===== config.mk =====
export PLATFORM = sky130hd
export DESIGN_NAME = delay_ram_arbiter
export DESIGN_NICKNAME = d
export VERILOG_FILES = /design/src/ks_pkg.sv /design/src/delay_ram_arbiter.sv
export VERILOG_INCLUDE_DIRS = /design/src /design/src/src
export SDC_FILE = /design/constraint.sdc
export NUM_CORES = 1
export LEC_CHECK = 0
export ABC_AREA = 0
export BUFFER_PORTS_ARGS = -buffer_cell sky130_fd_sc_hd__buf_2
export CAP_MARGIN = 20
export CORE_AREA = 2 2 88 90
export DETAILED_ROUTE_END_ITERATION = 12
export DIE_AREA = 0 0 90 92
export MAX_ROUTING_LAYER = met4
export PLACE_DENSITY = 0.56
export SETUP_SLACK_MARGIN = 0.05
export SLEW_MARGIN = 10
export SYNTH_ARGS = -nofsm -noshare
export SYNTH_HDL_FRONTEND = slang
export SYNTH_SLANG_ARGS = --single-unit

===== constraint.sdc =====
create_clock -name a_clk -period 1.6 [get_ports a_clk]
set_clock_uncertainty 0.1 [all_clocks]
set_input_delay 0.16 -clock a_clk [delete_from_list [all_inputs] [get_ports a_clk]]
set_output_delay 0.16 -clock a_clk [all_outputs]
set_load 0.01 [all_outputs]

===== src/ks_config.svh =====
`ifndef KS_CONFIG_SVH
`define KS_CONFIG_SVH

// voice layout
`define KS_NUM_VOICES 4         // peer voice engines
`define KS_VOICE_IW   2         // voice index bits, top of ram address
`define KS_VOICE_AW   8         // 256 words per voice region

// datapath widths
`define KS_SAMPLE_W   24        // audio word
`define KS_NOISE_W    16        // lfsr word
`define KS_VEL_W      7         // midi style velocity
`define KS_DECAY_W    12        // gain, 4096 would be unity
`define KS_FILT_W     2         // filter depth select
`define KS_MIX_W      24        // mixer output

// misc
`define KS_DEBOUNCE   4         // stable cycles before edge accepted
`define KS_LFSR_SEED  16'hACE1  // nonzero start
`define KS_LFSR_TAPS  16'hB400  // maximal length galois taps

`endif


===== src/ks_pkg.sv =====
`default_nettype none
`include "ks_config.svh"

package ks_pkg;

	typedef logic signed [`KS_SAMPLE_W-1:0] sample_t;  // audio sample
	typedef logic signed [`KS_NOISE_W-1:0]  noise_t;   // white noise word
	typedef logic [`KS_VEL_W-1:0]           vel_t;     // unsigned velocity
	typedef logic [`KS_DECAY_W-1:0]         decay_t;   // feedback gain, q12

	typedef logic [`KS_VOICE_AW-1:0] voice_addr_t;  // offset inside one region
	// voice index in the top bits, offset below
	typedef logic [`KS_VOICE_IW+`KS_VOICE_AW-1:0] ram_addr_t;

	typedef logic [`KS_FILT_W-1:0] filt_sel_t;  // 0 bypass, 1 two tap, 2/3 four tap

	typedef enum logic [1:0]
	{
		VOICE_IDLE,  // silent, no memory traffic
		VOICE_LOAD,  // filling region with scaled noise
		VOICE_RING   // recirculating through filter and decay
	} voice_state_t;

endpackage

`default_nettype wire


===== src/delay_ram_arbiter.sv =====
`default_nettype none
`include "ks_config.svh"

module delay_ram_arbiter
	import ks_pkg::*;
(
	input  logic                      a_clk,
	input  logic                      reset_n,
	input  logic                      sample_tick,
	input  logic [`KS_NUM_VOICES-1:0] req,        // level until granted
	input  voice_addr_t               addr0,
	input  voice_addr_t               addr1,
	input  voice_addr_t               addr2,
	input  voice_addr_t               addr3,
	input  sample_t                   wdata0,
	input  sample_t                   wdata1,
	input  sample_t                   wdata2,
	input  sample_t                   wdata3,
	output logic [`KS_NUM_VOICES-1:0] grant,      // one hot pulse
	output logic [`KS_NUM_VOICES-1:0] rd_valid,   // grant delayed one cycle
	output sample_t                   rd_data,
	output logic                      mem_en,
	output ram_addr_t                 mem_addr,
	output sample_t                   mem_wdata,
	input  sample_t                   mem_rdata
);

	logic [`KS_VOICE_IW-1:0] gnt_idx;   // winner, forms region select
	voice_addr_t             addr_sel;
	sample_t                 wdata_sel;

	// fixed priority, voice 0 first
	always_comb
	begin
		grant     = '0;
		gnt_idx   = '0;
		addr_sel  = addr0;
		wdata_sel = wdata0;
		if (req[0])
			grant[0] = 1'b1;
		else if (req[1])
		begin
			grant[1]  = 1'b1;
			gnt_idx   = 2'd1;
			addr_sel  = addr1;
			wdata_sel = wdata1;
		end
		else if (req[2])
		begin
			grant[2]  = 1'b1;
			gnt_idx   = 2'd2;
			addr_sel  = addr2;
			wdata_sel = wdata2;
		end
		else if (req[3])
		begin
			grant[3]  = 1'b1;
			gnt_idx   = 2'd3;
			addr_sel  = addr3;
			wdata_sel = wdata3;
		end
	end

	assign mem_en    = |grant;
	assign mem_addr  = {gnt_idx, addr_sel};
	assign mem_wdata = wdata_sel;
	assign rd_data   = mem_rdata;  // memory output is already registered

	always_ff @(posedge a_clk)
	begin
		if (reset_n)
			rd_valid <= '0;
		else
			rd_valid <= grant;  // matches memory read latency
	end

	// every voice must be served before the next sample starts
	a_all_served: assert property (@(posedge a_clk) disable iff (reset_n)
		sample_tick |-> (req == '0));
	// a served voice drops its request right away
	a_req_drops: assert property (@(posedge a_clk) disable iff (reset_n)
		(|grant) |=> ((req & $past(grant)) == '0));

endmodule

`default_nettype wire


==> results.ini <==
[final_layout]
final_nets = 499
area_delta_synth_final_pct = 65.90
fillers = 834
drive_above_1_share_pct = 56.51
largest_reg_flops = 4
seq_area_sq_um = 80.08
multi_input_area_sq_um = 914.6
regMostFlops = rd_valid
reg_top3 = rd_valid (4)
final_cell_mix = 175 x buf_2, 34 x nand2_1, 33 x a21oi_1, 32 x nand3b_1, 32 x a221o_1
antenna_cells = 0
final_common_cell = buf_2

[pwr]
switchingPower_mw = 0.3088
vdd_drop_max_uv = 191.4
p_int_mw = 0.5646
cellPowerDensity_nw_per_um2 = 400.7
switching_share_pct = 35.35
p_leak_nw = 1.149
p_comb_share_pct = 64.3
sequentialPowerShare_pct = 12.0
pwr-share-clk_pct = 23.7

[min_path]
hold_path_depth = 2
hold_class = input port to flop

[clock_tree]
clock-sinks = 4
tritoncts = built
cts.reportedPaths.clkPinSlew_ns = 0.03
htreeDepth = 1
cts_buffers = 3
post_cts_buffers = 0
cts_root_buf = clkbuf_8
clockBufferDepth = 2

[global_routing]
grt_antenna_before_repair = 0
gr-usage-met3_pct = 1.808
grt_pass1_vias = 1775
gr-total-overflow = 0
met1_usage_pct = 14.01
grt_max_degree = 37
grtUsageMet2_pct = 22.24
top_usage_layer = met2
grt_pass1_wl_mm = 8.473
grt.total_usage_pct = 12.72

[route]
wl_per_cell_um = 13.48
wl_mm = 5.931
via_count = 2039
detail-route-antenna-nets = 0
dr.pass1.iters = 4
vias_per_cell = 4.634
drtIter0Drc = 62
drc = 0

[timing]
finalHoldViolations = 0
setup_viol = 0
fin_crit_sh_pct = 93.91
rsz0062_at_grt = false
min_period_ns = 1.503
fmax_mhz = 665.5
relSlewSlack_pct = 85.15
hold_ws_ns = 0.04987
tightest_slew_ns = 0.2228
tns_ns = 0
finalMaxSlewViolations = 0

[synthesis]
syn_avg_cell_area_sq_um = 6.703
synth_cells = 196
synth_top_family_by_area = compound AO/OA/AOI/OAI gates
synthesis.area_sq_um = 1314
yosysTopAreaCell = a221o_1
yosys.area_share.simple_pct = 31.71
netlist.area_leader.share_pct = 24.38
synth_compound_area_share_pct = 37.52
syn_nets = 355
yosys-mux-area-fraction_pct = 0
synth_area_leaders = a221o_1 24%, nand3b_1 18%, buf_4 15%
synth_seq_cells = 4
ys_warn_count = 0
yosysSeqAreaShare_pct = 6.095
synthAdderAreaFrac_pct = 0
synth-xor-area-share_pct = 0
yosysUniqueCellTypes = 18

[run_status]
status = completed

[floorplan]
rows = 32
core_area_sq_um = 7447
ioPinCount = 226
dieArea_sq_um = 8280
die_h_um = 92
die_w_um = 90
start_util_pct = 17.64

[place]
port_buffers = 176
hpwl_mm = 4.508
gp_congestion = 0.6970

[worst_setup_path]
crit_fanout = 17
worstPathRequired_ns = 1.34
end_kind = primary output
cp.arrival_ns = 1.24
critPathKind = input port to primary output
critPathLaunchType = input port

[run]
cap_violations = 0

==> Yosys cell counts (all sizes together) <==
cell type   n
nand3b     32
nor2        5
inv         3
a21oi      33
clkbuf      7
nor3        1
nand2b      1
a21o        1
a221o      32
and3        1
nor2b       2
nand2      34
buf        40
dfxtp       4
==> cells by family after synthesis <==
family | count (synthesis)
AND/OR/NAND/NOR | 76
AO/OA/AOI/OAI | 66
buffers and inverters | 50
flip-flops | 4
==> stage by stage <==
stage | instance area, sq um | cells | power [mW] | setup slack (ns) | util, %
3_5_place_dp | 2102 | 436 | 0.6615 | 0.05139 | 28.23
3_3_place_gp | 2102 | 436 | 0.6524 | 0.06742 | 28.23
4_1_cts | 2146 | 439 | 0.8739 | 0.09787 | 28.81
6_report | 2180 | 440 | 0.8733 | 0.09736 | 29.27
2_1_floorplan | 1314 | 196 | 0.4416 | 0.2351 | -
5_1_grt | 2180 | 440 | 0.9375 | 0.06699 | 29.27
==> path summary, 6_finish.rpt <==
path / start / slack (ns) / end
setup / recovery: req[1] / 0.1 / mem_wdata[15]
hold / removal: reset_n / 0.05 / rd_valid[0]
==> metal layers <==
layer | routed length (um) | vias to the layer above
li1 | - | 987
met1 | 2392 | 920
met2 | 2881 | 106
met3 | 423 | 26
met4 | 233 | 0
met5 | 0 | -
==> critical path, cell delays in order <==
cell and delay, ns:
buf_4 0.14, nor2_1 0.07, and3_4 0.20, clkbuf_16 0.18, a221o_1 0.35, buf_2 0.14
==> layout make-up <==
type	count	area share, %
timing repair buffer	186	46.10
inverter	3	0.5166
tap	102	5.855
clock buffer	3	1.894
sequential	4	3.674
multi-input combinational	142	41.96
==> power by group through the flow <==
stage          Sequential [mW]  Combinational (mW)  Clock, mW
6_report                 0.105               0.562      0.207
5_1_grt                  0.105               0.615      0.218
4_1_cts                  0.105               0.558      0.212
3_5_place_dp             0.106               0.556          0
3_3_place_gp             0.106               0.547          0
2_1_floorplan            0.108               0.334          0
==> timing repair <==
item,in CTS,in global routing
resized for setup,1,3
pin swaps,0,0
hold buffers,0,0
setup endpoints to repair,2,16
gates cloned,0,1
(Power assumes the default switching activity.)
