==> src/ks_config.svh <==
`ifndef KS_CONFIG_SVH
`define KS_CONFIG_SVH

// voice layout
`define KS_NUM_VOICES 4         // peer voice engines
`define KS_VOICE_IW   2         // voice index bits, top of ram address
`define KS_VOICE_AW   8         // 256 words per voice region

// datapath widths
`define KS_SAMPLE_W   24        // audio word
`define KS_NOISE_W    16        // lfsr word
`define KS_VEL_W      7         // midi style velocity
`define KS_DECAY_W    12        // gain, 4096 would be unity
`define KS_FILT_W     2         // filter depth select
`define KS_MIX_W      24        // mixer output

// misc
`define KS_DEBOUNCE   4         // stable cycles before edge accepted
`define KS_LFSR_SEED  16'hACE1  // nonzero start
`define KS_LFSR_TAPS  16'hB400  // maximal length galois taps

`endif

==> src/ks_pkg.sv <==
`default_nettype none
`include "ks_config.svh"

package ks_pkg;

	typedef logic signed [`KS_SAMPLE_W-1:0] sample_t;  // audio sample
	typedef logic signed [`KS_NOISE_W-1:0]  noise_t;   // white noise word
	typedef logic [`KS_VEL_W-1:0]           vel_t;     // unsigned velocity
	typedef logic [`KS_DECAY_W-1:0]         decay_t;   // feedback gain, q12

	typedef logic [`KS_VOICE_AW-1:0] voice_addr_t;  // offset inside one region
	// voice index in the top bits, offset below
	typedef logic [`KS_VOICE_IW+`KS_VOICE_AW-1:0] ram_addr_t;

	typedef logic [`KS_FILT_W-1:0] filt_sel_t;  // 0 bypass, 1 two tap, 2/3 four tap

	typedef enum logic [1:0]
	{
		VOICE_IDLE,  // silent, no memory traffic
		VOICE_LOAD,  // filling region with scaled noise
		VOICE_RING   // recirculating through filter and decay
	} voice_state_t;

endpackage

`default_nettype wire

==> src/noise_lfsr.sv <==
`default_nettype none
`include "ks_config.svh"

module noise_lfsr
	import ks_pkg::*;
(
	input  logic   a_clk,
	input  logic   reset_n,
	output noise_t noise    // new word every cycle
);

	logic [`KS_NOISE_W-1:0] lfsr;

	// galois form, shift right and fold taps in when lsb falls out
	always_ff @(posedge a_clk)
	begin
		if (reset_n)
			lfsr <= `KS_LFSR_SEED;
		else
		begin
			lfsr <= (lfsr >> 1) ^ ({`KS_NOISE_W{lfsr[0]}} & `KS_LFSR_TAPS);
		end
	end

	assign noise = noise_t'(lfsr);  // reinterpret as two's complement

endmodule

`default_nettype wire

==> config.mk <==
export PLATFORM = sky130hd
export DESIGN_NAME = noise_lfsr
export DESIGN_NICKNAME = d
export VERILOG_FILES = /design/src/ks_pkg.sv /design/src/noise_lfsr.sv
export VERILOG_INCLUDE_DIRS = /design/src /design/src/src
export SDC_FILE = /design/constraint.sdc
export NUM_CORES = 1
export LEC_CHECK = 0
export ABC_CLOCK_PERIOD_IN_PS = 800
export BUFFER_PORTS_ARGS = -buffer_cell sky130_fd_sc_hd__buf_2
export CAP_MARGIN = 20
export CORE_AREA = 2 2 39 41
export CTS_CLUSTER_SIZE = 25
export DETAILED_ROUTE_END_ITERATION = 8
export DIE_AREA = 0 0 41 43
export GPL_TIMING_DRIVEN = 1
export SETUP_SLACK_MARGIN = 0.2
export SYNTH_ARGS = -nofsm -noshare
export SYNTH_HDL_FRONTEND = slang
export SYNTH_SLANG_ARGS = --single-unit
==> constraint.sdc <==
create_clock -name a_clk -period 0.8 [get_ports a_clk]
set_input_delay 0.16 -clock a_clk [delete_from_list [all_inputs] [get_ports a_clk]]
set_output_delay 0.16 -clock a_clk [all_outputs]
set_load 0.01 [all_outputs]
==> impl_metrics.json, run 1 <==
{
  "status": "finished with violations",
  "violations": "setup timing",
  "htreeDepth": 1,
  "antenna_found_initial": 0,
  "wirelength_um": 828,
  "netlist_instances": 36,
  "critPathBufInv": 1,
  "drv_cap": 0,
  "cp.arrival_ps": 740,
  "dr.pass1.iters": 2,
  "required_ps": 640,
  "root_buffer": "clkbuf_4",
  "port_buffers": 17,
  "layout_min_cycle_time_ps": 904,
  "grt_pass1_vias": 289,
  "peakVddDrop_mv": 1.24,
  "top_layer_used": "met3",
  "areaGrowthSynthToFinish_pct": 65.9,
  "placementRows": 14,
  "slew_headroom": 0.865,
  "drive_above_1_share": 0.733,
  "hold_viol_final": 0,
  "tightest_slew_ps": 203,
  "die_x_um": 41,
  "drv_slew": 0,
  "finalCritPeriodShare": 1.13,
  "synthesis.area_um2": 463,
  "power_w": 0.00167,
  "cts_tree": "built",
  "setup_tns_ps": -1360,
  "largest_reg_flops": 16,
  "crit_fanout": 2,
  "hp-class": "in2reg",
  "startpoint_type": "flop",
  "post_drt_via_cell_ratio": 4.18,
  "die-height_um": 43,
  "layout_setup_ws_ps": -104,
  "min-delay-start": "reset_n",
  "grt_max_degree": 17,
  "insertion_delay_ps": 280,
  "fin_nets": 63,
  "ctsLongestPathBuffers": 2,
  "dp_slack_ps": 95.5,
  "whs_ps": 186,
  "power_leakage_nw": 0.352,
  "wl_met3_um": 53,
  "vias": 318,
  "rr_endpoint": "noise[15]$_SDFF_PP1_",
  "worstSetupPathType": "reg2out",
  "core-area_mm2": 0.00138,
  "ff2ff_setup_slack_ps": -20,
  "die-area_mm2": 0.00176,
  "initial_utilization": 0.335,
  "final.setup_skew_ps": 0.471,
  "slowest_delay_ps": 350,
  "met2_length_um": 425,
  "power_density_mw_per_mm2": 2170,
  "path_cells": "buf_6",
  "critPathSlowestCell": "dfxtp_4",
  "cts.sink_count": 16,
  "ant_nets": 0,
  "grt_pass1_wl_um": 1300,
  "num_antenna_cells": 0,
  "synth_seq_cells": 16,
  "synth.distinct_cells": 8,
  "wl_per_cell_um": 10.9,
  "fmax_mhz": 1110,
  "hpwl_um": 521,
  "wirelength_met1_um": 349,
  "grt_use_total": 0.119,
  "place_congestion": 0.610,
  "cts_buffers": 3,
  "rr_worst_depth": 2,
  "synth_nets": 38,
  "r2r-start": "noise[0]$_SDFF_PP1_",
  "route.detailed.drc": 0,
  "rsz0062_at_grt": "yes",
  "yosys_warnings": 0,
  "clkSlewWorstSetupHoldPaths_ps": 90,
  "cp-end-kind": "output pin",
  "overflow": 0,
  "crit_family": "flip-flops",
  "drt_iter0_markers": 1,
  "yosysSeqAreaShare": 0.692,
  "setup_viol": 19,
  "hold_buffers": 0,
  "synth.avg_cell_area_um2": 12.9,
  "whs_path_depth": 2,
  "holdPathEnd": "noise[12]$_SDFF_PP0_",
  "io_pins": 18
}
==> logic make-up (layout without fill, tap and decap cells) <==
kind of cell	count (synthesis)	after routing	synth area share
xor gates and xnor gates	3	3	0.0568
buffers and inverters	1	25	0.0243
DFF	16	16	0.692
and+or+nand+nor	16	16	0.227
==> where the power goes <==
group	total, W	internal, W	switching [W]
registers	0.000898	0.000862	0.0000368
logic	0.000255	0.000167	0.0000884
clock network	0.000513	0.000277	0.000236
total	0.00167	0.00131	0.000362
==> synth_stat cells, drive strengths merged <==
cell type,number,area (µm²)
dfxtp,16,320
and2b,6,45.0
or2,6,37.5
xnor2,3,26.3
nand2b,2,12.5
buf,1,11.3
nor2,1,3.75
nor2b,1,6.26
==> through the flow <==
step	utilization	instance area [µm²]	instances
final	0.555	768	76
after global placement	0.412	571	68
after CTS	0.550	761	76
after global routing	0.555	768	76
after floorplan	-	477	36
after detailed placement	0.412	571	68
==> per-layer routing <==
metal,up-vias,global-route usage
li1,156,-
met1,149,0.134
met2,13,0.166
met3,0,0.0785
met4,0,0.0600
met5,-,0
==> layout make-up <==
type                       count  area [µm²]
tap                           16        20.0
multi-input combinational     19         154
timing repair buffer          21         215
sequential                    16         343
clock buffer                   4        36.3
fill                         119         616
==> how the worst max path moves through the flow <==
| stage | startpoint | endpoint | slack, ps | depth (start not counted) |
|---|---|---|---|---|
| after floorplan | noise[0]$_SDFF_PP1_ | noise[15]$_SDFF_PP1_ | 140 | 1 |
| after global placement | reset_n | noise[8]$_SDFF_PP0_ | 100 | 2 |
| after detailed placement | reset_n | noise[2]$_SDFF_PP0_ | 100 | 2 |
| after CTS | noise[0]$_SDFF_PP1_ | noise[0] | -110 | 1 |
| after global routing | noise[0]$_SDFF_PP1_ | noise[0] | -150 | 1 |
| final | noise[0]$_SDFF_PP1_ | noise[0] | -100 | 1 |
==> timing repair <==
item                       in CTS  in global routing
pin swaps                       1                  0
gates resized for setup        25                  1
buffers inserted                4                  0
setup endpoints to repair      25                 27
==> cells in the final DEF (no fill, tap or decap) <==
cell,count
clkbuf_4,3
buf_6,16
nor2_1,1
and2b_1,6
nand2b_1,2
xnor2_2,3
dfxtp_2,15
nor2b_1,1
clkbuf_8,1
dfxtp_4,1
buf_4,4
or2_1,6
buf_2,1
==> worst register-to-register path, delay by kind of cell, from the launching register on <==
family        cells  cell delay (ps)
buf+inv           1              160
flops             1              350
simple gates      1              200
(Power assumes the default switching activity.)
==> inputs of run 2 (changes only) <==
SETUP_SLACK_MARGIN = 0.5   (was 0.2)
==> impl_metrics.json, run 2 (synthesis results as in run 1) <==
{
  "wirelength_um": 803,
  "p_switching_w": 0.000368,
  "multiInputGateArea_um2": 154,
  "status": "finished with violations",
  "p_int_w": 0.00131,
  "min-delay-start": "reset_n",
  "antenna_found_initial": 0,
  "slew_headroom": 0.855,
  "worstSetupPathType": "reg2out",
  "nFillCells": 123,
  "hp-class": "in2reg",
  "drt_iter0_markers": 0,
  "areaGrowthSynthToFinish_pct": 67.6,
  "rr_worst_depth": 2,
  "final_util": 0.561,
  "post_drt_via_cell_ratio": 4.09,
  "switching_share": 0.220,
  "ctsLongestPathBuffers": 2,
  "cts.sink_count": 16,
  "layout_min_cycle_time_ps": 905,
  "dp_slack_ps": 97.8,
  "clockPowerShare": 0.310,
  "ff2ff_setup_slack_ps": -20,
  "fmax_mhz": 1100,
  "drive_above_1_share": 0.738,
  "cts_tree": "built",
  "path_cells": "buf_6",
  "drv_slew": 0,
  "cts_buffers": 3,
  "final.setup_skew_ps": 2.47,
  "hold_viol_final": 0,
  "io_pins": 18,
  "ant_nets": 0,
  "holdPathEnd": "noise[9]$_SDFF_PP0_",
  "peakVddDrop_mv": 1.05,
  "grt_pass1_vias": 330,
  "tightest_slew_ps": 218,
  "critPathSlowestCell": "dfxtp_4",
  "grt_max_degree": 17,
  "htreeDepth": 1,
  "critPathLaunch": "noise[0]$_SDFF_PP1_",
  "rsz0062_at_grt": "yes",
  "initial_utilization": 0.335,
  "placementRows": 14,
  "power_density_mw_per_mm2": 2160,
  "crit_family": "flip-flops",
  "cp-end-kind": "output pin",
  "slowest_delay_ps": 350,
  "dp.cells": 68,
  "drv_cap": 0,
  "die-height_um": 43,
  "crit_fanout": 2,
  "p_seq_frac": 0.536,
  "place_congestion": 0.561,
  "cp.depth": 1,
  "power_leakage_nw": 0.357,
  "layout_setup_ws_ps": -105,
  "core-area_mm2": 0.00138,
  "whs_path_depth": 2,
  "whs_ps": 195,
  "startpoint_type": "flop",
  "r2r-start": "noise[0]$_SDFF_PP1_",
  "final_common_cell": "buf_6",
  "wl_per_cell_um": 10.4,
  "hold_buffers": 0,
  "violations": "setup timing",
  "grt_use_total": 0.122,
  "dr.pass1.iters": 1,
  "root_buffer": "clkbuf_4",
  "finalCritPeriodShare": 1.13,
  "grt_pass1_wl_um": 1350,
  "required_ps": 640,
  "rr_endpoint": "noise[15]$_SDFF_PP1_",
  "critPathBufInv": 1,
  "port_buffers": 17,
  "largest_reg_flops": 16,
  "insertion_delay_ps": 280,
  "pwr-share-comb": 0.153,
  "overflow": 0,
  "final_cell_mix": "buf_6 (16), dfxtp_2 (15), or2_1 (6), and2b_1 (6), buf_4 (5)",
  "vias": 315,
  "route.detailed.drc": 0,
  "fin_nets": 64,
  "die-area_mm2": 0.00176,
  "die_x_um": 41,
  "power_w": 0.00168,
  "clkSlewWorstSetupHoldPaths_ps": 90,
  "seq_area_um2": 343,
  "cp.arrival_ps": 750,
  "instances_no_fill": 77,
  "setup_viol": 19,
  "num_antenna_cells": 0
}
## run 2: cell count changes in the layout (fill, tap and decap cells not counted)
cell	previous run	this run
buf_4	4	5
## run 2: worst max path at each step
stage	to	slack, ps
after floorplan	noise[15]$_SDFF_PP1_	140
after global placement	noise[1]$_SDFF_PP0_	100
after detailed placement	noise[7]$_SDFF_PP1_	100
after CTS	noise[0]	-120
after global routing	noise[0]	-150
final	noise[0]	-110
## run 2: cell type report
cell class / instances / share of cell area
clock buffers: 4 / 0.0468
multi-input cells: 19 / 0.198
flip-flops and latches: 16 / 0.442
well taps: 16 / 0.0258
repair buffers: 22 / 0.287
## run 2: per-layer routing
metal / global-route usage / wire, µm
met1: 0.152 / 355
met2: 0.156 / 402
met5: 0 / 0
met3: 0.0471 / 45
met4: 0.100 / 0
## run 2: power groups by stage
stage | combinational [W] | clock [W] | sequential [W]
finish | 0.000257 | 0.000520 | 0.000899
global route | 0.000277 | 0.000594 | 0.000909
CTS | 0.000259 | 0.000549 | 0.000898
detailed placement | 0.000147 | 0 | 0.000908
global placement | 0.000146 | 0 | 0.000909
floorplan | 0.0000582 | 0 | 0.000936
## run 2: what timing repair did
item	CTS	global route
buffers inserted	5	0
pin swaps	1	0
gates resized for setup	20	0
endpoints found under the setup margin	32	32
## run 2: per-stage QoR
step | instance area [µm²] | setup TNS [ps]
2_1_floorplan | 484 | 0
3_3_place_gp | 578 | 0
3_5_place_dp | 578 | 0
4_1_cts | 776 | -1660
5_1_grt | 776 | -2280
6_report | 776 | -1380
