`src/ks_config.svh`:
```
`ifndef KS_CONFIG_SVH
`define KS_CONFIG_SVH

// voice layout
`define KS_NUM_VOICES 4         // peer voice engines
`define KS_VOICE_IW   2         // voice index bits, top of ram address
`define KS_VOICE_AW   8         // 256 words per voice region

// datapath widths
`define KS_SAMPLE_W   24        // audio word
`define KS_NOISE_W    16        // lfsr word
`define KS_VEL_W      7         // midi style velocity
`define KS_DECAY_W    12        // gain, 4096 would be unity
`define KS_FILT_W     2         // filter depth select
`define KS_MIX_W      24        // mixer output

// misc
`define KS_DEBOUNCE   4         // stable cycles before edge accepted
`define KS_LFSR_SEED  16'hACE1  // nonzero start
`define KS_LFSR_TAPS  16'hB400  // maximal length galois taps

`endif

```
`src/ks_pkg.sv`:
```
`default_nettype none
`include "ks_config.svh"

package ks_pkg;

	typedef logic signed [`KS_SAMPLE_W-1:0] sample_t;  // audio sample
	typedef logic signed [`KS_NOISE_W-1:0]  noise_t;   // white noise word
	typedef logic [`KS_VEL_W-1:0]           vel_t;     // unsigned velocity
	typedef logic [`KS_DECAY_W-1:0]         decay_t;   // feedback gain, q12

	typedef logic [`KS_VOICE_AW-1:0] voice_addr_t;  // offset inside one region
	// voice index in the top bits, offset below
	typedef logic [`KS_VOICE_IW+`KS_VOICE_AW-1:0] ram_addr_t;

	typedef logic [`KS_FILT_W-1:0] filt_sel_t;  // 0 bypass, 1 two tap, 2/3 four tap

	typedef enum logic [1:0]
	{
		VOICE_IDLE,  // silent, no memory traffic
		VOICE_LOAD,  // filling region with scaled noise
		VOICE_RING   // recirculating through filter and decay
	} voice_state_t;

endpackage

`default_nettype wire

```
`src/trig_debounce.sv`:
```
`default_nettype none
`include "ks_config.svh"

module trig_debounce
(
	input  logic a_clk,
	input  logic reset_n,   // active high
	input  logic trig_raw,  // async key contact
	output logic press      // one cycle on accepted rising edge
);

	localparam int CNT_W = $clog2(`KS_DEBOUNCE + 1);

	logic             sync0;   // first sync stage
	logic             sync1;   // second sync stage, safe to use
	logic             stable;  // debounced level
	logic [CNT_W-1:0] cnt;     // cycles input has disagreed

	always_ff @(posedge a_clk)
	begin
		if (reset_n)
		begin
			sync0  <= 1'b0;
			sync1  <= 1'b0;
			stable <= 1'b0;
			cnt    <= '0;
			press  <= 1'b0;
		end
		else
		begin
			sync0 <= trig_raw;
			sync1 <= sync0;
			press <= 1'b0;
			if (sync1 == stable)
				cnt <= '0;  // agreement resets the run
			else if (cnt == CNT_W'(`KS_DEBOUNCE - 1))
			begin
				stable <= sync1;  // run long enough, take new level
				cnt    <= '0;
				press  <= sync1;  // pulse only on the rising side
			end
			else
				cnt <= cnt + 1'b1;
		end
	end

endmodule

`default_nettype wire

```
`src/loop_filter.sv`:
```
`default_nettype none
`include "ks_config.svh"

module loop_filter
	import ks_pkg::*;
(
	input  logic      a_clk,
	input  logic      reset_n,
	input  logic      load,      // new read word on d
	input  logic      clear,     // voice restart
	input  filt_sel_t filt_sel,
	input  sample_t   d,
	output sample_t   q          // registered average
);

	localparam int SUM_W = `KS_SAMPLE_W + 2;  // headroom for four taps

	sample_t                  hist [4];  // hist[0] newest
	logic signed [SUM_W-1:0]  sum2;
	logic signed [SUM_W-1:0]  sum4;
	sample_t                  avg;
	logic                     avg_en;    // history moved last cycle

	always_comb
	begin
		sum2 = hist[0] + hist[1];
		sum4 = sum2 + hist[2] + hist[3];
		case (filt_sel)
			2'd0:    avg = hist[0];                  // straight through
			2'd1:    avg = sample_t'(sum2 >>> 1);    // mild lowpass
			default: avg = sample_t'(sum4 >>> 2);    // darker tone
		endcase
	end

	always_ff @(posedge a_clk)
	begin
		if (reset_n || clear)
		begin
			for (int i = 0; i < 4; i++)
				hist[i] <= '0;
			avg_en <= 1'b0;
			q      <= '0;
		end
		else
		begin
			avg_en <= load;
			if (load)
			begin
				hist[0] <= d;
				for (int i = 1; i < 4; i++)
					hist[i] <= hist[i-1];
			end
			if (avg_en)
				q <= avg;  // second stage, two cycles after d
		end
	end

endmodule

`default_nettype wire

```
`src/ks_voice.sv`:
```
`default_nettype none
`include "ks_config.svh"

module ks_voice
	import ks_pkg::*;
(
	input  logic        a_clk,
	input  logic        reset_n,
	input  logic        sample_tick,
	input  logic        trig_raw,
	input  noise_t      noise,         // shared lfsr word
	input  vel_t        velocity,
	input  decay_t      decay,
	input  voice_addr_t delay_length,
	input  filt_sel_t   filt_sel,
	input  logic        ram_grant,     // write happens in this cycle
	input  logic        rd_valid,      // old word on rd_data
	input  sample_t     rd_data,
	output logic        ram_req,
	output voice_addr_t ram_addr,
	output sample_t     ram_wdata,
	output sample_t     voice_out,
	output logic        active
);

	voice_state_t state;
	voice_addr_t  ptr;       // current slot in region
	voice_addr_t  len_q;     // last slot, latched at start
	vel_t         vel_q;
	decay_t       decay_q;
	filt_sel_t    sel_q;
	logic         press;     // debounced edge
	logic         pend;      // press waiting for a tick
	logic         start;     // restart this cycle
	logic         rd_live;   // outstanding read belongs to ring phase
	sample_t      filt_q;
	logic signed [`KS_NOISE_W+`KS_VEL_W:0]    start_prod;  // noise x velocity
	logic signed [`KS_SAMPLE_W+`KS_DECAY_W:0] decay_prod;  // filter x gain

	trig_debounce u_dbnc (.a_clk(a_clk), .reset_n(reset_n), .trig_raw(trig_raw), .press(press));

	loop_filter u_filt
	(
		.a_clk(a_clk), .reset_n(reset_n),
		.load(rd_valid && rd_live),  // load phase reads hold stale words
		.clear(start), .filt_sel(sel_q), .d(rd_data), .q(filt_q)
	);

	assign start      = sample_tick && pend;
	assign start_prod = noise * $signed({1'b0, vel_q});
	assign decay_prod = filt_q * $signed({1'b0, decay_q});
	assign ram_addr   = ptr;
	assign ram_wdata  = (state == VOICE_LOAD) ? sample_t'(start_prod)
		: decay_prod[`KS_DECAY_W +: `KS_SAMPLE_W];  // arithmetic >>> 12
	assign voice_out  = filt_q;
	assign active     = (state != VOICE_IDLE);

	always_ff @(posedge a_clk)
	begin
		if (reset_n)
		begin
			state   <= VOICE_IDLE;
			ptr     <= '0;
			len_q   <= '0;
			vel_q   <= '0;
			decay_q <= '0;
			sel_q   <= '0;
			pend    <= 1'b0;
			ram_req <= 1'b0;
			rd_live <= 1'b0;
		end
		else
		begin
			if (ram_grant)
				rd_live <= (state == VOICE_RING);  // tag the read issued now
			if (sample_tick)
			begin
				pend    <= press;  // a press on the tick itself waits one sample
				ram_req <= pend || (state != VOICE_IDLE);
				if (pend)
				begin
					state   <= VOICE_LOAD;  // also retrigger from ring
					ptr     <= '0;
					len_q   <= delay_length;
					vel_q   <= velocity;
					decay_q <= decay;
					sel_q   <= filt_sel;
				end
			end
			else
			begin
				if (press)
					pend <= 1'b1;
				if (ram_grant)
				begin
					ram_req <= 1'b0;  // served for this sample
					if (ptr == len_q)
					begin
						ptr <= '0;  // wrap region
						if (state == VOICE_LOAD)
							state <= VOICE_RING;  // region full of noise
					end
					else
						ptr <= ptr + 1'b1;
				end
			end
		end
	end

	// arbiter grants only a voice that is asking
	a_grant_needs_req: assert property (@(posedge a_clk) disable iff (reset_n)
		ram_grant |-> ram_req);

endmodule

`default_nettype wire

```
`config.mk`:
```
export PLATFORM = sky130hd
export DESIGN_NAME = ks_voice
export DESIGN_NICKNAME = d
export VERILOG_FILES = /design/src/ks_pkg.sv /design/src/trig_debounce.sv /design/src/loop_filter.sv /design/src/ks_voice.sv
export VERILOG_INCLUDE_DIRS = /design/src /design/src/src
export SDC_FILE = /design/constraint.sdc
export NUM_CORES = 1
export LEC_CHECK = 0
export BUFFER_PORTS_ARGS = -buffer_cell sky130_fd_sc_hd__buf_2
export CAP_MARGIN = 5
export CORE_MARGIN = 2
export CORE_UTILIZATION = 49
export DETAILED_ROUTE_END_ITERATION = 16
export GPL_ROUTABILITY_DRIVEN = 0
export MAX_ROUTING_LAYER = met4
export PLACE_DENSITY = 0.66
export SYNTH_ARGS = -nofsm -noshare
export SYNTH_HDL_FRONTEND = slang
export SYNTH_SLANG_ARGS = --single-unit
```
`constraint.sdc`:
```
create_clock -name a_clk -period 12.75 [get_ports a_clk]
set_input_delay 0.6375 -clock a_clk [delete_from_list [all_inputs] [get_ports a_clk]]
set_output_delay 0.6375 -clock a_clk [all_outputs]
set_load 0.01 [all_outputs]
```
==> results of run 1 <==
layout make-up:
cell class | count | area [um2]
Inverter | 517 | 1940
Fill cell | 4369 | 22200
Timing Repair Buffer | 144 | 751
Multi-Input combinational cell | 1875 | 17300
Sequential cell | 170 | 4360
Clock buffer | 18 | 429
Tap cell | 615 | 769
Clock inverter | 14 | 183
worst paths after layout:
path	startpoint	endpoint	slack [ns]	depth (start not counted)
worst min register to register	u_dbnc.cnt[0]$_SDFF_PP0_	u_dbnc.cnt[0]$_SDFF_PP0_	0.42	1
worst max register to register	u_filt.hist[0][0]$_SDFFCE_PN0P_	u_filt.q[23]$_SDFFE_PP0P_	7.23	22
worst min-delay path	trig_raw	u_dbnc.sync0$_SDFF_PP0_	0.41	2
worst max-delay path	decay_q[6]$_SDFFE_PP0P_	ram_wdata[22]	5.01	20
cells in the mapped netlist (all sizes together) (14+ instances only):
cell and n:
mux2i 14, o21a 19, nor3 19, xor2 41, a21oi 150, nand2 302, nand4 17, clkbuf 95
edfxtp 96, nor2b 18, xnor2 62, nand2b 18, inv 517, nor2 94, a31oi 14, fa 366
ha 176, o21ai 59, a21o 46, and2 314, dfxtp 74, nand3 15
routing by layer:
metal,wire length [um],up-vias,global-route usage,share of wire
li1,-,8480,-,-
met1,25200,8776,0.312,0.45
met2,27300,414,0.402,0.49
met3,2190,57,0.0214,0.040
met4,765,0,0.0564,0.014
met5,0,-,-,0
stage by stage:
step	power [W]	hold WS (ns)	utilization	cell area (um2)	cells
2_1_floorplan	0.000825	0.399	-	23900	2664
5_1_grt	0.00150	0.421	0.536	25700	3353
3_3_place_gp	0.000889	0.407	0.523	25100	3321
4_1_cts	0.00144	0.394	0.536	25700	3353
6_report	0.00144	0.405	0.536	25700	3353
3_5_place_dp	0.000896	0.418	0.523	25100	3321
power by group through the flow:
stage                     combinational (W)  clock [W]  sequential [W]
final                              0.000287   0.000546        0.000605
after global routing               0.000319   0.000573        0.000606
after CTS                          0.000282   0.000556        0.000605
after detailed placement           0.000279          0        0.000617
after global placement             0.000272          0        0.000616
after floorplan                    0.000212          0        0.000613
placed cells by master, fill, tap and decap left out, drive strengths merged, types with 41 or more instances in the layout:
master    n
inv     524
fa      366
and2    314
nand2   302
ha      176
a21oi   150
buf     144
edfxtp   96
nor2     94
dfxtp    74
xnor2    62
o21ai    59
a21o     46
xor2     41
registers in the layout (all words and copies together) (netlist names), 2 cells and up:
name	count
u_filt.q	24
u_dbnc.cnt	3
sel_q	2
ram_addr	8
u_filt.hist	96
decay_q	12
vel_q	7
len_q	8
state	2
cells by family after synthesis:
family                   share of synthesized area
AO/OA/AOI/OAI                                0.105
XOR/XNOR                                    0.0377
adder cells (fa/ha/maj)                      0.398
buffers and inverters                       0.0971
flip-flops                                   0.182
multiplexers                               0.00585
AND/OR/NAND/NOR                              0.174
critical path: stages, from the launching register on:
cell and delay [ns]:
dfxtp_1 0.90, nand2_1 0.18, fa_1 0.54, fa_1 0.52
inv_1 0.05, fa_1 0.46, fa_1 0.54, inv_1 0.05
fa_1 0.53, inv_1 0.05, ha_1 0.35, a22o_1 0.23
nor4_1 0.25, o31ai_1 0.21, a21bo_2 0.27, a22o_1 0.28
a311oi_2 0.42, xor2_1 0.19, a21oi_1 0.08, or3_1 0.38
buf_2 0.16
==> flow_summary_export.csv, run 1 <==
group,metric,value,unit
global_routing,grtUsageTotal,0.238,
routing,routed_wl,55.4,mm
floorplanning,core_area,47900,um2
pwr,seqPwrFrac,0.420,
yosys,ys_seq_area_frac,0.182,
floorplanning,die_h,225,um
pwr,switching_share,0.288,
global_routing,grt-ovfl-total,0,
routing,drt_iter0_drc,914,
floorplanning,dieArea,50600,um2
run_status,run_status,"finished clean",
setup_path,cp-end-kind,"output pin",
clocking,ctsHoldBuffers,0,
setup_path,cp.arrival,7.10,ns
placed_design,dpl.hpwl,45.6,mm
yosys,synth.distinct_cells,71,
yosys,syn_area_per_cell,8.98,um2
timing,slew_headroom,0.236,
timing,rsz0062_at_grt,"no",
pwr,switchingPower,0.000414,W
yosys,synth_top_area_share,0.306,
global_routing,grt_pass1_wl,94.0,mm
routing,routed_via_density,5.29,
finish,antennaDiodeCount,0,
yosys,synthFlopType,"edfxtp_1",
floorplanning,row_count,80,
global_routing,grt_max_degree,55,
clocking,clkTransAtPathRegs,0.08,ns
pwr,internal-power,0.00102,W
setup_path,required,12.11,ns
yosys,synth-edff-count,96,
clocking,clock_sinks,170,
timing,fin_crit_sh,0.607,
clocking,htree_levels,4,
setup_path,crit_path_start_kind,"register",
floorplanning,ios,133,
finish,area_growth,7.37,%
yosys,synth_seq_cells,170,
timing,tns,0,ns
setup_path,setup.worst_path.class,"register to output pin",
setup_path,cp_max_fo,25,
timing,setup_viol,0,
timing,fmax,0.129,GHz
routing,vias,17700,
yosys,syn_area,23900,um2
timing,timing.clock.skew,0.0143,ns
clocking,cts_setup_buffers,0,
routing,dr.pass1.iters,5,
yosys,synth.net_count,3281,
pwr,powerDensity,56.0,nW/um2
routing,drc,0,
floorplanning,start_util,0.499,
yosys,ys_top_cells_by_area,"fa_1 (31%), edfxtp_1 (12%), ha_1 (9.2%)",
timing,worstMarginPinSlew,1.15,ns
yosys,synth.largest_area_cell,"fa_1",
timing,layout_setup_ws,5.01,ns
global_routing,grt_pass1_vias,18800,
pwr,p_leak,12.7,nW
clocking,cts_tree,"done",
yosys,synth_cells,2664,
routing,ant_nets,0,
clocking,cts_resized,0,
clocking,cts.root.buffer_cell,"clkbuf_16",
timing,maxSlewViolCount,0,
clocking,clock_latency,0.45,ns
job,cap_violations,0,
clocking,cts.path.max_buffers,2,
yosys,async_flop_share,0,
global_routing,antenna_found_initial,0,
timing,final_hold_viol_count,0,
routing,routedWlPerCell,16.5,um
yosys,yosysWarnings,0,
placed_design,io_buffer_count,132,
pwr,p_comb_frac,0.200,
floorplanning,fp.dieW,225,um
hold_path,min_path_type,"input pin to register",
pwr,clkPwrFrac,0.380,
timing,period_needed,7.74,ns
pwr,vdd.ir_drop.worst,92.2,uV
placed_design,dp_slack,5.56,ns
finish,nNetsFinal,3342,
finish,drive_gt1_frac,0.0727,
clocking,cts_inserted_buffers,17,
Note: power is estimated with default switching activity, not from simulation.
==> inputs of run 2 (changes only) <==
==> constraint.sdc (replaced) <==
create_clock -name a_clk -period 7.2 [get_ports a_clk]
set_input_delay 0.36 -clock a_clk [delete_from_list [all_inputs] [get_ports a_clk]]
set_output_delay 0.36 -clock a_clk [all_outputs]
set_load 0.01 [all_outputs]
==> flow_summary_export.csv, run 2 (synthesis gave the netlist of run 1 again) <==
group,metric,value,unit
run_status,run_status,"finished clean",
finish,final_common_cell,"inv_1",
setup_path,crit_path_start_kind,"register",
finish,area_growth,8.09,%
timing,layout_setup_ws,0.272,ns
finish,final_cell_mix,"inv_1 (516), fa_1 (365), and2_1 (313), nand2_1 (301), ha_1 (176)",
routing,routed_wl,55.0,mm
clocking,ctsHoldBuffers,0,
clocking,cts_tree,"done",
routing,vias,17900,
routing,ant_nets,0,
pwr,vdd.ir_drop.worst,194,uV
timing,slew_headroom,0.219,
placed_design,dpl.cell_count,3336,
setup_path,required,6.84,ns
setup_path,r2r.worst_path.cells,22,
pwr,p_leak,12.8,nW
timing,maxSlewViolCount,0,
pwr,switching_share,0.297,
timing,hold_ws,0.125,ns
global_routing,grt-ovfl-total,0,
routing,dr.pass1.iters,5,
routing,routed_via_density,5.30,
finish,nNetsFinal,3357,
timing,final_hold_viol_count,0,
hold_path,holdPathStages,2,
placed_design,io_buffer_count,132,
finish,drive_gt1_frac,0.0854,
setup_path,cp_max_fo,14,
clocking,clock_sinks,170,
hold_path,min_path_type,"input pin to register",
job,cap_violations,0,
floorplanning,start_util,0.499,
pwr,powerDensity,98.5,nW/um2
floorplanning,die_h,225,um
routing,drt_iter0_drc,813,
floorplanning,ios,133,
clocking,cts_setup_buffers,0,
clocking,cts.root.buffer_cell,"clkbuf_16",
global_routing,grtUsageTotal,0.236,
floorplanning,dieArea,50600,um2
pwr,internal-power,0.00179,W
pwr,p_comb_frac,0.199,
clocking,cts.path.max_buffers,2,
pwr,switchingPower,0.000757,W
timing,timing.clock.skew,0.0127,ns
timing,fmax,0.144,GHz
placed_design,dpl.hpwl,45.7,mm
timing,fin_crit_sh,0.962,
setup_path,cp.arrival,6.57,ns
clocking,htree_levels,4,
routing,routedWlPerCell,16.3,um
routing,drc,0,
floorplanning,row_count,80,
pwr,seqPwrFrac,0.419,
finish,fin_cells,3368,
timing,rsz0062_at_grt,"no",
timing,worstMarginPinSlew,1.17,ns
global_routing,grt_pass1_vias,18600,
finish,largestRegisters,"u_filt.hist (96), u_filt.q (24), decay_q (12)",
global_routing,grt_max_degree,79,
timing,period_needed,6.93,ns
setup_path,cp-end-kind,"output pin",
global_routing,grt_pass1_wl,93.4,mm
finish,largest-register,"u_filt.hist",
finish,fill_cells,4267,
finish,largest_register_ffs,96,
timing,tns,0,ns
finish,antennaDiodeCount,0,
floorplanning,core_area,47900,um2
floorplanning,fp.dieW,225,um
clocking,clock_latency,0.45,ns
global_routing,antenna_found_initial,0,
clocking,clkTransAtPathRegs,0.07,ns
setup_path,setup.worst_path.class,"register to output pin",
placed_design,dp_slack,0.430,ns
pwr,clkPwrFrac,0.381,
clocking,cts_inserted_buffers,17,
timing,setup_viol,0,
-- run 2: cell types whose count changed in the layout (fill, tap and decap cells not counted), moves of 2 or more --
| cell | delta |
|---|---|
| buf_4 | +15 |
| dfxtp_1 | -15 |
| dfxtp_2 | +13 |
| inv_8 | +3 |
| clkinv_8 | +2 |
| dfxtp_4 | +2 |
-- run 2: final cells by class --
type                            instances  area, um2  share of cell area
Multi-Input combinational cell       1875      17300               0.668
Sequential cell                       170       4390               0.170
Inverter                              517       1940              0.0750
Timing Repair Buffer                  159        863              0.0334
Tap cell                              615        769              0.0297
Clock buffer                           18        429              0.0166
Clock inverter                         14        193             0.00745
-- run 2: worst paths after layout --
kind / from / to / slack (ns)
hold / removal: trig_raw / u_dbnc.sync0$_SDFF_PP0_ / 0.12
setup reg to reg: u_filt.hist[0][0]$_SDFFCE_PN0P_ / u_filt.q[23]$_SDFFE_PP0P_ / 1.62
hold reg to reg: u_dbnc.cnt[0]$_SDFF_PP0_ / u_dbnc.cnt[0]$_SDFF_PP0_ / 0.43
setup / recovery: u_filt.q[13]$_SDFFE_PP0P_ / ram_wdata[22] / 0.27
-- run 2: stage by stage --
step | instance area, um2 | utilization | power (W)
2_1_floorplan | 23900 | - | 0.00146
3_5_place_dp | 25200 | 0.526 | 0.00159
6_report | 25900 | 0.540 | 0.00255
5_1_grt | 25900 | 0.540 | 0.00267
3_3_place_gp | 25200 | 0.526 | 0.00157
4_1_cts | 25800 | 0.539 | 0.00257
-- run 2: timing repair --
item                                    4_1_cts  5_1_grt
pin swaps                                     0        1
gates resized for setup                       4       19
endpoints found under the setup margin        1        6
-- run 2: per-layer routing --
metal	global-route usage	up-vias	routed length, um
met5	-	-	0
met4	0.0530	0	819
met3	0.0197	54	2420
met2	0.399	453	26900
met1	0.311	8833	24900
li1	-	8520	-
-- run 2: power by group through the flow --
| stage | registers, W | logic (W) | clock network [W] |
|---|---|---|---|
| finish | 0.00107 | 0.000508 | 0.000971 |
| global route | 0.00107 | 0.000565 | 0.00103 |
| CTS | 0.00107 | 0.000502 | 0.000996 |
| detailed placement | 0.00109 | 0.000496 | 0 |
| global placement | 0.00109 | 0.000484 | 0 |
| floorplan | 0.00109 | 0.000376 | 0 |
-- run 2: worst max-delay path, cell delays in order, from the launching register on --
cell and delay [ns]:
dfxtp_1 0.49, and2_1 0.27, fa_1 0.51, inv_1 0.06, fa_1 0.52, inv_1 0.05, fa_1 0.51, fa_1 0.50
inv_1 0.05, fa_1 0.53, inv_1 0.05, ha_1 0.37, a21o_1 0.21, a21o_1 0.19, a21oi_1 0.13, a21bo_2 0.27
a22o_1 0.27, a311oi_2 0.32, xor2_1 0.19, a21oi_1 0.08, or3_1 0.38, buf_2 0.15
==> inputs of run 3 (changes only) <==
--- a/config.mk
+++ b/config.mk
@@ -6,14 +6,14 @@
 export SDC_FILE = /design/constraint.sdc
 export NUM_CORES = 1
 export LEC_CHECK = 0
-export BUFFER_PORTS_ARGS = -buffer_cell sky130_fd_sc_hd__buf_2
+export BUFFER_PORTS_ARGS = -buffer_cell sky130_fd_sc_hd__buf_4
 export CAP_MARGIN = 5
 export CORE_MARGIN = 2
 export CORE_UTILIZATION = 49
 export DETAILED_ROUTE_END_ITERATION = 16
 export GPL_ROUTABILITY_DRIVEN = 0
 export MAX_ROUTING_LAYER = met4
-export PLACE_DENSITY = 0.66
+export PLACE_DENSITY = 0.73
 export SYNTH_ARGS = -nofsm -noshare
 export SYNTH_HDL_FRONTEND = slang
 export SYNTH_SLANG_ARGS = --single-unit
==> flow_summary_export.csv, run 3 (synthesis gave the netlist of run 1 again) <==
group,metric,value,unit
clocking,clock_sinks,170,
global_routing,grt_pass1_wl,92.9,mm
routing,routed_wl,54.9,mm
routing,vias,17900,
clocking,clock_latency,0.45,ns
finish,nNetsFinal,3353,
floorplanning,ios,133,
setup_path,r2r_setup_slack,1.61,ns
job,cap_violations,0,
pwr,seqPwrFrac,0.429,
clocking,htree_levels,4,
routing,routed_via_density,5.32,
timing,fin_crit_sh,0.976,
pwr,powerDensity,95.3,nW/um2
finish,largest-register,"u_filt.hist",
pwr,switchingPower,0.000759,W
floorplanning,start_util,0.499,
routing,dr.pass1.iters,5,
hold_path,holdPathStages,2,
clocking,cts.root.buffer_cell,"clkbuf_16",
floorplanning,fp.dieW,225,um
global_routing,grt_pass1_vias,19000,
floorplanning,core_area,47900,um2
timing,timing.clock.skew,0.00877,ns
routing,drt_iter0_drc,1048,
routing,ant_nets,0,
hold_path,min_from,"trig_raw",
floorplanning,die_h,225,um
pwr,p_comb_frac,0.208,
finish,fill_cells,4212,
pwr,switching_share,0.305,
global_routing,grtUsageTotal,0.234,
timing,fmax,0.142,GHz
placed_design,dpl.hpwl,45.7,mm
clocking,ctsHoldBuffers,0,
clocking,cts_resized,2,
clocking,cts_inserted_buffers,17,
finish,final_cell_mix,"inv_1 (516), fa_1 (366), and2_1 (313), nand2_1 (301), ha_1 (176)",
timing,slew_headroom,0.369,
setup_path,r2r_end,"u_filt.q[23]$_SDFFE_PP0P_",
finish,largestRegisters,"u_filt.hist (96), u_filt.q (24), decay_q (12)",
hold_path,whs_endpoint,"u_dbnc.sync0$_SDFF_PP0_",
global_routing,grt_max_degree,87,
timing,period_needed,7.03,ns
setup_path,r2r.worst_path.cells,22,
hold_path,min_path_type,"input pin to register",
timing,setup_viol,0,
finish,final_common_cell,"inv_1",
clocking,cts_tree,"done",
timing,tns,0,ns
finish,antennaDiodeCount,0,
routing,routedWlPerCell,16.3,um
timing,maxSlewViolCount,0,
global_routing,antenna_found_initial,0,
floorplanning,dieArea,50600,um2
clocking,cts_setup_buffers,0,
finish,fin_cells,3364,
pwr,clkPwrFrac,0.362,
setup_path,crit_path_start_kind,"register",
setup_path,cp-end-kind,"output pin",
timing,worstMarginPinSlew,0.946,ns
setup_path,setup.worst_path.class,"register to output pin",
floorplanning,row_count,80,
pwr,vdd.ir_drop.worst,186,uV
setup_path,required,6.84,ns
setup_path,r2r-start,"u_filt.hist[0][0]$_SDFFCE_PN0P_",
pwr,p_leak,12.8,nW
finish,area_growth,9.15,%
placed_design,io_buffer_count,132,
placed_design,dpl.cell_count,3332,
setup_path,cp.arrival,6.67,ns
clocking,cts.path.max_buffers,2,
global_routing,grt-ovfl-total,0,
finish,drive_gt1_frac,0.0851,
pwr,internal-power,0.00173,W
routing,drc,0,
timing,final_hold_viol_count,0,
run_status,run_status,"finished clean",
setup_path,cp_max_fo,14,
timing,rsz0062_at_grt,"yes",
finish,largest_register_ffs,96,
clocking,clkTransAtPathRegs,0.07,ns
## run 3: cell count changes in the layout (fill, tap and decap cells not counted), moves of 2 or more
cell	delta
buf_4	+127
dfxtp_2	+5
dfxtp_1	-4
clkinv_2	+2
buf_2	-132
bufinv_16	-2
## run 3: worst max-delay path, cell delays in order, from the launching register on
cell and delay (ns):
dfxtp_1 0.47, and2_1 0.26, fa_1 0.49, inv_1 0.06, fa_1 0.52, inv_1 0.05, fa_1 0.49, fa_1 0.49
inv_1 0.05, fa_1 0.52, inv_1 0.04, ha_1 0.24, or3_1 0.38, o22ai_1 0.30, nor2_1 0.17, a21bo_2 0.28
a22o_1 0.26, a311oi_2 0.37, xor2_1 0.19, a21oi_1 0.08, or3_1 0.33, buf_4 0.16
## run 3: how the worst max path moves through the flow
stage                         startpoint            end  slack [ns]  depth (start not counted)
2_1_floorplan    decay_q[6]$_SDFFE_PP0P_  ram_wdata[22]        1.11                         21
3_3_place_gp     decay_q[3]$_SDFFE_PP0P_  ram_wdata[22]        0.58                         21
3_5_place_dp     decay_q[8]$_SDFFE_PP0P_  ram_wdata[22]        0.53                         19
4_1_cts          decay_q[2]$_SDFFE_PP0P_  ram_wdata[22]        0.01                         21
5_1_grt        u_filt.q[12]$_SDFFE_PP0P_  ram_wdata[22]        -0.1                         21
6_report       u_filt.q[12]$_SDFFE_PP0P_  ram_wdata[22]        0.17                         21
## run 3: per-stage QoR
| step | setup WS [ns] | power (W) | hold WS [ns] | cell area, um2 | utilization |
|---|---|---|---|---|---|
| finish | 0.173 | 0.00249 | 0.122 | 26100 | 0.545 |
| global route | -0.0963 | 0.00261 | 0.135 | 26100 | 0.545 |
| CTS | 0.0139 | 0.00250 | 0.111 | 26100 | 0.544 |
| detailed placement | 0.528 | 0.00160 | 0.414 | 25500 | 0.532 |
| global placement | 0.576 | 0.00158 | 0.407 | 25500 | 0.532 |
| floorplan | 1.11 | 0.00146 | 0.399 | 23900 | - |
## run 3: area by class of cell
type / instances / area (um2) / share of cell area
tap: 615 / 769 / 0.0295
inverter: 517 / 1940 / 0.0743
clock inverter: 15 / 151 / 0.00580
timing repair buffer: 155 / 1170 / 0.0447
clock buffer: 17 / 425 / 0.0163
sequential: 170 / 4390 / 0.168
multi-input combinational: 1875 / 17300 / 0.661
## run 3: routing by layer
layer  wire length (um)  GRT usage
met4               1440     0.0716
met1              23800      0.294
met5                  0          -
met2              26900      0.397
met3               2820     0.0295
## run 3: power by group through the flow
| stage | clock network (W) | logic (W) | registers [W] |
|---|---|---|---|
| after CTS | 0.000922 | 0.000513 | 0.00107 |
| after global routing | 0.000960 | 0.000575 | 0.00107 |
| after global placement | 0 | 0.000491 | 0.00109 |
| after detailed placement | 0 | 0.000506 | 0.00109 |
| after floorplan | 0 | 0.000376 | 0.00109 |
| final | 0.000903 | 0.000519 | 0.00107 |
